[src/logic/rv_pkg.sv]
`default_nettype none

package rv_pkg;

    localparam int XLEN      = 32;
    localparam int REG_IDX_W = 5;

    typedef logic [XLEN-1:0]      word_t;
    typedef logic [XLEN-1:0]      addr_t;
    typedef logic [REG_IDX_W-1:0] reg_idx_t;

    // base opcodes kept by this core
    typedef enum logic [6:0] {
        OPC_LOAD   = 7'b0000011,
        OPC_OP_IMM = 7'b0010011,
        OPC_STORE  = 7'b0100011,
        OPC_OP     = 7'b0110011,
        OPC_LUI    = 7'b0110111,
        OPC_BRANCH = 7'b1100011,
        OPC_SYSTEM = 7'b1110011
    } opcode_e;

    localparam word_t INSTR_EBREAK = 32'h0010_0073;

    typedef enum logic [2:0] {
        PH_FETCH      = 3'd0,
        PH_DECODE     = 3'd1,
        PH_REG_READ   = 3'd2,
        PH_EXEC       = 3'd3,
        PH_MEM        = 3'd4,
        PH_WRITE_BACK = 3'd5,
        PH_PC_NEXT    = 3'd6,
        PH_HALT       = 3'd7
    } phase_e;

    typedef struct packed {
        opcode_e    opcode;
        reg_idx_t   rd;
        reg_idx_t   rs1;
        reg_idx_t   rs2;
        logic [2:0] funct3;
        logic       alt;
        word_t      imm;
    } dec_t;

    // result is either an ALU value or an effective address
    typedef struct packed {
        word_t result;
        addr_t next_pc;
        logic  branch_taken;
    } exec_t;

    typedef struct packed {
        logic  write;
        addr_t addr;
        word_t wdata;
    } mem_req_t;

endpackage

`default_nettype wire

[src/logic/rv_decoder.sv]
`timescale 1ns/1ps
`default_nettype none

module rv_decoder import rv_pkg::*; (
    input  word_t instr,
    output dec_t  dec
);

    word_t imm_i;
    word_t imm_s;
    word_t imm_b;
    word_t imm_u;

    // ============================================================
    // immediate formats
    // ============================================================

    assign imm_i = {{20{instr[31]}}, instr[31:20]};
    assign imm_s = {{20{instr[31]}}, instr[31:25], instr[11:7]};
    assign imm_b = {{19{instr[31]}}, instr[31], instr[7], instr[30:25], instr[11:8], 1'b0};
    assign imm_u = {instr[31:12], 12'b0};

    // ============================================================
    // field split
    // ============================================================

    always_comb begin
        dec.opcode = opcode_e'(instr[6:0]);
        dec.rd     = instr[11:7];
        dec.funct3 = instr[14:12];
        dec.rs1    = instr[19:15];
        dec.rs2    = instr[24:20];
        // funct7 bit 5 selects sub
        dec.alt    = instr[30];

        case (dec.opcode)
            OPC_STORE:  dec.imm = imm_s;
            OPC_BRANCH: dec.imm = imm_b;
            OPC_LUI:    dec.imm = imm_u;
            default:    dec.imm = imm_i;
        endcase
    end

endmodule

`default_nettype wire

[src/logic/rv_reg_file.sv]
`timescale 1ns/1ps
`default_nettype none

module rv_reg_file import rv_pkg::*; #(
    parameter int NUM_REGS = 32
) (
    input  logic     sys_clk,
    input  logic     sys_rst,
    input  reg_idx_t rs1_idx,
    input  reg_idx_t rs2_idx,
    output word_t    rs1_val,
    output word_t    rs2_val,
    input  logic     rd_we,
    input  reg_idx_t rd,
    input  word_t    rd_data
);

    word_t regs [NUM_REGS];

    always_ff @(posedge sys_clk) begin
        if (sys_rst) begin
            for (int i = 0; i < NUM_REGS; i++) begin
                regs[i] <= '0;
            end
        end else if (rd_we && rd != '0) begin
            regs[rd] <= rd_data;
        end
    end

    // x0 and unimplemented indices read as zero
    assign rs1_val = (rs1_idx == '0 || rs1_idx >= NUM_REGS) ? '0 : regs[rs1_idx];
    assign rs2_val = (rs2_idx == '0 || rs2_idx >= NUM_REGS) ? '0 : regs[rs2_idx];

    a_rd_in_range: assert property (
        @(posedge sys_clk) disable iff (sys_rst) rd_we |-> (rd < NUM_REGS)
    ) else $error("register write to index %0d beyond file size", rd);

endmodule

`default_nettype wire

[src/logic/rv_execute.sv]
`timescale 1ns/1ps
`default_nettype none

module rv_execute import rv_pkg::*; (
    input  dec_t  dec,
    input  word_t op_a,
    input  word_t op_b,
    input  addr_t pc,
    output exec_t exec
);

    logic operands_eq;
    logic take;

    assign operands_eq = (op_a == op_b);

    always_comb begin
        case (dec.opcode)
            OPC_OP_IMM, OPC_LOAD, OPC_STORE: begin
                exec.result = op_a + dec.imm;
            end
            OPC_OP: begin
                exec.result = dec.alt ? (op_a - op_b) : (op_a + op_b);
            end
            OPC_LUI: begin
                exec.result = dec.imm;
            end
            default: begin
                exec.result = '0;
            end
        endcase
    end

    // beq / bne only
    always_comb begin
        take = 1'b0;
        if (dec.opcode == OPC_BRANCH) begin
            case (dec.funct3)
                3'b000:  take = operands_eq;
                3'b001:  take = !operands_eq;
                default: take = 1'b0;
            endcase
        end
    end

    assign exec.branch_taken = take;
    assign exec.next_pc      = take ? (pc + dec.imm) : (pc + addr_t'(4));

endmodule

`default_nettype wire

[src/logic/rv_apb_master.sv]
`timescale 1ns/1ps
`default_nettype none

module rv_apb_master import rv_pkg::*; (
    input  logic     sys_clk,
    input  logic     sys_rst,
    input  logic     mem_start,
    input  mem_req_t mem_req,
    output logic     mem_done,
    output word_t    mem_rdata,
    output logic     psel,
    output logic     penable,
    output logic     pwrite,
    output addr_t    paddr,
    output word_t    pwdata,
    input  logic     pready,
    input  word_t    prdata
);

    typedef enum logic [1:0] {
        APB_IDLE,
        APB_SETUP,
        APB_ACCESS
    } apb_state_e;

    apb_state_e state;
    mem_req_t   req_q;

    always_ff @(posedge sys_clk) begin
        if (sys_rst) begin
            state    <= APB_IDLE;
            mem_done <= 1'b0;
        end else begin
            mem_done <= 1'b0;
            case (state)
                APB_IDLE: begin
                    if (mem_start) begin
                        state <= APB_SETUP;
                    end
                end
                APB_SETUP: state <= APB_ACCESS;
                APB_ACCESS: begin
                    if (pready) begin
                        state    <= APB_IDLE;
                        mem_done <= 1'b1;
                    end
                end
                default: state <= APB_IDLE;
            endcase
        end
    end

    always_ff @(posedge sys_clk) begin
        if (state == APB_IDLE && mem_start) begin
            req_q <= mem_req;
        end
        if (state == APB_ACCESS && pready) begin
            mem_rdata <= prdata;
        end
    end

    assign psel    = (state != APB_IDLE);
    assign penable = (state == APB_ACCESS);
    assign pwrite  = psel && req_q.write;
    assign paddr   = req_q.addr;
    assign pwdata  = req_q.wdata;

    // address and data held until the access completes
    a_apb_stable: assert property (
        @(posedge sys_clk) disable iff (sys_rst)
        psel && !(penable && pready) |=>
            $stable(paddr) && $stable(pwrite) && $stable(pwdata)
    ) else $error("apb request changed before completion");

endmodule

`default_nettype wire

[src/logic/rv_ctl_unit.sv]
`timescale 1ns/1ps
`default_nettype none

module rv_ctl_unit import rv_pkg::*; #(
    parameter addr_t RESET_PC = '0
) (
    input  logic     sys_clk,
    input  logic     sys_rst,
    output logic     mem_start,
    output mem_req_t mem_req,
    input  logic     mem_done,
    input  word_t    mem_rdata,
    output word_t    instr,
    input  dec_t     dec,
    output reg_idx_t rs1_idx,
    output reg_idx_t rs2_idx,
    input  word_t    rs1_val,
    input  word_t    rs2_val,
    output word_t    op_a,
    output word_t    op_b,
    output addr_t    pc,
    input  exec_t    exec,
    output logic     rd_we,
    output reg_idx_t rd,
    output word_t    rd_data,
    output logic     halted
);

    phase_e phase;
    logic   mem_busy;
    exec_t  exec_q;
    word_t  load_q;
    logic   is_load;
    logic   is_store;
    logic   writes_rd;

    assign is_load   = (dec.opcode == OPC_LOAD);
    assign is_store  = (dec.opcode == OPC_STORE);
    assign writes_rd = is_load || dec.opcode inside {OPC_OP_IMM, OPC_OP, OPC_LUI};

    // ============================================================
    // phase sequencing
    // ============================================================

    always_ff @(posedge sys_clk) begin
        if (sys_rst) begin
            phase     <= PH_FETCH;
            pc        <= RESET_PC;
            mem_start <= 1'b0;
            mem_busy  <= 1'b0;
        end else begin
            mem_start <= 1'b0;
            case (phase)
                PH_FETCH: begin
                    if (!mem_busy) begin
                        mem_start <= 1'b1;
                        mem_busy  <= 1'b1;
                    end else if (mem_done) begin
                        mem_busy <= 1'b0;
                        phase    <= PH_DECODE;
                    end
                end
                PH_DECODE: begin
                    phase <= (instr == INSTR_EBREAK) ? PH_HALT : PH_REG_READ;
                end
                PH_REG_READ: phase <= PH_EXEC;
                PH_EXEC:     phase <= PH_MEM;
                PH_MEM: begin
                    if (!(is_load || is_store)) begin
                        phase <= PH_WRITE_BACK;
                    end else if (!mem_busy) begin
                        mem_start <= 1'b1;
                        mem_busy  <= 1'b1;
                    end else if (mem_done) begin
                        mem_busy <= 1'b0;
                        phase    <= PH_WRITE_BACK;
                    end
                end
                PH_WRITE_BACK: phase <= PH_PC_NEXT;
                PH_PC_NEXT: begin
                    pc    <= exec_q.next_pc;
                    phase <= PH_FETCH;
                end
                default: phase <= PH_HALT;
            endcase
        end
    end

    // ============================================================
    // datapath registers
    // ============================================================

    always_ff @(posedge sys_clk) begin
        if (phase == PH_FETCH && !mem_busy) begin
            mem_req <= '{write: 1'b0, addr: pc, wdata: '0};
        end
        if (phase == PH_FETCH && mem_done) begin
            instr <= mem_rdata;
        end
        if (phase == PH_REG_READ) begin
            op_a <= rs1_val;
            op_b <= rs2_val;
        end
        if (phase == PH_EXEC) begin
            exec_q <= exec;
        end
        // store data comes from rs2
        if (phase == PH_MEM && !mem_busy) begin
            mem_req <= '{write: is_store, addr: exec_q.result, wdata: op_b};
        end
        if (phase == PH_MEM && mem_done) begin
            load_q <= mem_rdata;
        end
    end

    assign rs1_idx = dec.rs1;
    assign rs2_idx = dec.rs2;

    assign rd_we   = (phase == PH_WRITE_BACK) && writes_rd;
    assign rd      = dec.rd;
    assign rd_data = is_load ? load_q : exec_q.result;

    assign halted  = (phase == PH_HALT);

    // all eight codes are phases, so only an unknown value is illegal
    a_phase_legal: assert property (
        @(posedge sys_clk) disable iff (sys_rst)
        !$isunknown(phase)
    ) else $error("phase register holds an illegal value");

endmodule

`default_nettype wire

[src/logic/rv_core_top.sv]
`timescale 1ns/1ps
`default_nettype none

module rv_core_top import rv_pkg::*; #(
    parameter addr_t RESET_PC = '0,
    parameter int    NUM_REGS = 32
) (
    input  logic  sys_clk,
    input  logic  sys_rst,
    output logic  psel,
    output logic  penable,
    output logic  pwrite,
    output addr_t paddr,
    output word_t pwdata,
    input  logic  pready,
    input  word_t prdata,
    output logic  halted
);

    logic     mem_start;
    logic     mem_done;
    mem_req_t mem_req;
    word_t    mem_rdata;
    word_t    instr;
    dec_t     dec;
    reg_idx_t rs1_idx;
    reg_idx_t rs2_idx;
    word_t    rs1_val;
    word_t    rs2_val;
    word_t    op_a;
    word_t    op_b;
    addr_t    pc;
    exec_t    exec;
    logic     rd_we;
    reg_idx_t rd;
    word_t    rd_data;

    rv_ctl_unit #(
        .RESET_PC(RESET_PC)
    ) u_ctl_unit (
        .sys_clk  (sys_clk),
        .sys_rst  (sys_rst),
        .mem_start(mem_start),
        .mem_req  (mem_req),
        .mem_done (mem_done),
        .mem_rdata(mem_rdata),
        .instr    (instr),
        .dec      (dec),
        .rs1_idx  (rs1_idx),
        .rs2_idx  (rs2_idx),
        .rs1_val  (rs1_val),
        .rs2_val  (rs2_val),
        .op_a     (op_a),
        .op_b     (op_b),
        .pc       (pc),
        .exec     (exec),
        .rd_we    (rd_we),
        .rd       (rd),
        .rd_data  (rd_data),
        .halted   (halted)
    );

    rv_decoder u_decoder (
        .instr(instr),
        .dec  (dec)
    );

    rv_reg_file #(
        .NUM_REGS(NUM_REGS)
    ) u_reg_file (
        .sys_clk(sys_clk),
        .sys_rst(sys_rst),
        .rs1_idx(rs1_idx),
        .rs2_idx(rs2_idx),
        .rs1_val(rs1_val),
        .rs2_val(rs2_val),
        .rd_we  (rd_we),
        .rd     (rd),
        .rd_data(rd_data)
    );

    rv_execute u_execute (
        .dec (dec),
        .op_a(op_a),
        .op_b(op_b),
        .pc  (pc),
        .exec(exec)
    );

    // fetch and data accesses share this port
    rv_apb_master u_apb_master (
        .sys_clk  (sys_clk),
        .sys_rst  (sys_rst),
        .mem_start(mem_start),
        .mem_req  (mem_req),
        .mem_done (mem_done),
        .mem_rdata(mem_rdata),
        .psel     (psel),
        .penable  (penable),
        .pwrite   (pwrite),
        .paddr    (paddr),
        .pwdata   (pwdata),
        .pready   (pready),
        .prdata   (prdata)
    );

endmodule

`default_nettype wire

[config.mk]
export PLATFORM = sky130hd
export DESIGN_NAME = rv_core_top
export DESIGN_NICKNAME = d
export VERILOG_FILES = /design/src/logic/rv_pkg.sv /design/src/logic/rv_decoder.sv /design/src/logic/rv_reg_file.sv /design/src/logic/rv_execute.sv /design/src/logic/rv_apb_master.sv /design/src/logic/rv_ctl_unit.sv /design/src/logic/rv_core_top.sv
export SDC_FILE = /design/constraint.sdc
export NUM_CORES = 2
export LEC_CHECK = 0
export BUFFER_PORTS_ARGS = -buffer_cell sky130_fd_sc_hd__buf_4
export CAP_MARGIN = 20
export CORE_MARGIN = 2
export CORE_UTILIZATION = 48
export DETAILED_ROUTE_END_ITERATION = 10
export PLACE_DENSITY = 0.66
export SETUP_SLACK_MARGIN = 0.05
export SYNTH_ARGS = -nofsm -noshare
export SYNTH_HDL_FRONTEND = slang
export SYNTH_SLANG_ARGS = --single-unit
[constraint.sdc]
create_clock -name sys_clk -period 4.2 [get_ports sys_clk]
set_input_delay 0.84 -clock sys_clk [delete_from_list [all_inputs] [get_ports sys_clk]]
set_output_delay 0.84 -clock sys_clk [all_outputs]
set_load 0.03 [all_outputs]
==> impl_metrics.csv <==
group,metric,value,unit
synthesis,synth-seq-area-share,0.576,
cts,root_buffer,"clkbuf_16",
sta,min_period_over_period,0.977,
sta,drv_slew,0,
setup_path,end_kind,"register",
synthesis,synth_cells,5420,
power,power_frac_seq,0.478,
synthesis,synth_top_area_share,0.565,
layout,ff_latch_area,42200,sq um
setup_path,reg2reg_depth,12,
cts,hold_buffers,0,
synthesis,synthTopCellsByCount,"edfxtp_1 (1378), nor2_1 (1190), mux4_2 (572)",
sta,setup_viol,0,
sta,period_needed,4100,ps
synthesis,synthFlopType,"edfxtp_1",
placed_design,dpl-instance-area,78300,sq um
sta,relSlewSlack,0.191,
setup_path,reg2reg_slack,100,ps
floorplan,die_y,395,microns
power,p_comb_frac,0.139,
floorplan,io_pins,103,
synthesis,synth_compound_area_frac,0.0522,
synthesis,synth_cell_types,81,
floorplan,initial_core_util,0.483,
layout,final_nets,5727,
sta,hold_viol,0,
sta,fmax,244,MHz
setup_path,worstPathRequired,4640,ps
setup_path,start_kind,"register",
power,switching_share,0.265,
synthesis,synth_top_family_by_area,"multiplexers",
cts,cts_tree,"built",
cts,clk_latency,820,ps
route,wl,250000,microns
layout,multi_input_area,29200,sq um
placed_design,dp_hpwl,164000,microns
sta,finClkSkew,37.6,ps
grt,grt_pass1_wl,355000,microns
job,max-cap-violations,0,
synthesis,yosysWarnings,0,
floorplan,chipWidth,395,microns
cts,h-tree-depth,4,
power,pwr-share-clk,0.383,
floorplan,core-area,152000,sq um
route,post-route-drc-count,0,
route,firstDrtPassIters,6,
setup_path,crit_arrival,4540,ps
synthesis,async_flop_share,0,
grt,grt_pass1_vias,49700,
route,vias,50600,
power,peakVddDrop,386,uV
synthesis,synthAdderAreaFrac,0.0228,
status,status,"complete, no violations",
placed_design,portBuffers,102,
layout,design_area,83500,sq um
power,p_int,26200,uW
sta,worst_pin_slew,1210,ps
floorplan,dieArea,156000,sq um
route,vias_per_cell,6.55,
synthesis,synth.most_common_cell,"edfxtp_1",
setup_path,path_max_fanout,17,
grt,grt_max_degree,114,
setup_path,worstSetupPathType,"register to register",
setup_path,r2r-end,"u_reg_file.regs[2][25]",
synthesis,synth.area.top_cells,"edfxtp_1 (56%), mux4_2 (18%), nor2_1 (6.1%), ha_1 (2.2%), clkbuf_1 (1.8%)",
power,power_density,428,nW/um^2
synthesis,synthXorXnorAreaFrac,0.0133,
power,finalPower,35700,uW
power,p_leak,0.0300,uW
sta,rsz0062_at_grt,"true",
cts,clkSinkCount,1418,
hold_path,hold_depth,1,
cts,cts.path.max_buffers,3,
synthesis,ys_ff_latch,1418,
hold_path,min_delay_worst_endpoint,"u_apb_master.mem_rdata[1]",
grt,antenna_found_initial,11,
grt,track_usage,0.320,
power,power.switching,9490,uW
synthesis,synth_edf_count,1378,
grt,grt_overflow,0,
floorplan,rows,143,
synthesis,synthSimpleGateAreaFrac,0.101,
cts,cts.clk_slew.worst_paths,60,ps
route,antenna_left,0,
hold_path,hold_path.class,"input port to register",
layout,drive_above_1_share,0.251,
placed_design,gp_congestion,0.971,
layout,fin_util,0.550,
synthesis,synth_area_per_cell,13.5,sq um
sta,setup_ws,98.3,ps
cts,cts_made_buffers,153,
route,routedWlPerCell,32.4,microns
synthesis,synth_top_cell_by_area,"edfxtp_1",
route,drt_iter0_markers,7393,
synthesis,netlist_area,73300,sq um
placed_design,place_ws,54.6,ps
layout,nFillCells,12400,
hold_path,min_from,"prdata[1]",
setup_path,rr_startpoint,"u_ctl_unit.instr[11]",
layout,areaGrowthSynthToFinish,14.0,%
synthesis,synthMuxAreaShare,0.198,
==> logic make-up after synthesis <==
kind of cell | Yosys count
fa+ha+maj | 131
compound gates | 613
xor+xnor | 111
other cells | 1
flops | 1418
simple gates | 1783
buf+inv | 630
mux | 733
==> power by group through the flow <==
stage                     clock network [uW]  logic (uW)  registers, uW
after global routing                   14400        5220          17100
after CTS                              13800        4860          17100
final                                  13700        4950          17100
after detailed placement                   0        4830          17400
after floorplan                            0        3120          17100
after global placement                     0        4840          17300
==> repair_timing <==
item | CTS | global route
endpoints found under the setup margin | 3 | 17
pin swaps | 1 | 4
resized for setup | 2 | 21
buffers inserted | 0 | 4
==> layout by cell type, fill, tap and decap left out, drive strengths merged, types with 40 or more instances in the layout <==
cell    netlist  layout
nand3        42      42
xor2         44      44
edfxtp     1378    1378
buf         166     473
clkinv        2      62
xnor2        67      67
ha          127     127
a21o         43      43
nand2       276     276
inv         110     117
and3         55      55
a21oi       244     244
nor2       1190    1190
dfxtp        40      40
o21ai       112     112
nor3         56      56
nand2b       51      51
mux4        572     572
clkbuf      352     187
mux2i       126     126
==> sequential cells by signal (all words and copies together), names as in the netlist <==
name and cells:
u_apb_master.state 2, u_ctl_unit.pc 32, u_apb_master.mem_done 1, u_ctl_unit.mem_busy 1, u_ctl_unit.op_b 32, u_reg_file.regs 1024
u_ctl_unit.mem_req 65, u_apb_master.paddr 32, u_ctl_unit.exec_q 64, u_ctl_unit.instr 32, u_ctl_unit.op_a 32, u_apb_master.req_q 1
u_ctl_unit.load_q 32, u_apb_master.mem_rdata 32, u_apb_master.pwdata 32, u_ctl_unit.phase 3, u_ctl_unit.mem_start 1
==> layout make-up <==
type | count | area share
Clock buffer | 187 | 0.0483
Sequential cell | 1418 | 0.505
Inverter | 112 | 0.00504
Antenna cell | 4 | 0.000120
Timing Repair Buffer | 473 | 0.0489
Clock inverter | 89 | 0.0118
Tap cell | 2030 | 0.0304
Multi-Input combinational cell | 3403 | 0.350
==> metal layers <==
metal | GRT usage | up-vias | share of wire
met1 | 0.421 | 25700 | 0.36
met5 | 0 | - | 0.00018
met3 | 0.0764 | 729 | 0.12
li1 | - | 20700 | -
met2 | 0.495 | 3416 | 0.46
met4 | 0.167 | 6 | 0.061
==> worst max-delay path by stage <==
stage / start / endpoint / slack [ps] / cells past startpoint
floorplan: u_ctl_unit.instr[5] / u_ctl_unit.exec_q[31] / 60 / 18
global placement: u_ctl_unit.instr[3] / u_ctl_unit.exec_q[31] / -10 / 17
detailed placement: u_ctl_unit.instr[4] / u_ctl_unit.exec_q[63] / 50 / 17
CTS: u_ctl_unit.instr[3] / u_ctl_unit.exec_q[60] / 60 / 16
global route: u_ctl_unit.instr[3] / u_ctl_unit.exec_q[31] / 1 / 17
finish: u_ctl_unit.instr[11] / u_reg_file.regs[2][25] / 100 / 12
==> critical path: stages, from the launching register on <==
cell and delay, ps:
edfxtp_1 450, buf_4 230, nor3_1 150, buf_4 160, nor3b_1 140, nor4b_1 460
buf_4 230, nand2_1 60, nor2_1 810, buf_4 290, nand2_2 200, nand2b_2 150
buf_4 400
==> per-stage QoR <==
step	hold WS, ps	setup TNS, ps	std cells
detailed placement	405	0	7432
CTS	174	0	7708
global placement	400	-11.8	7432
finish	210	0	7716
floorplan	400	0	5451
global route	186	0	7712
Power figures use the tool's default switching activity.
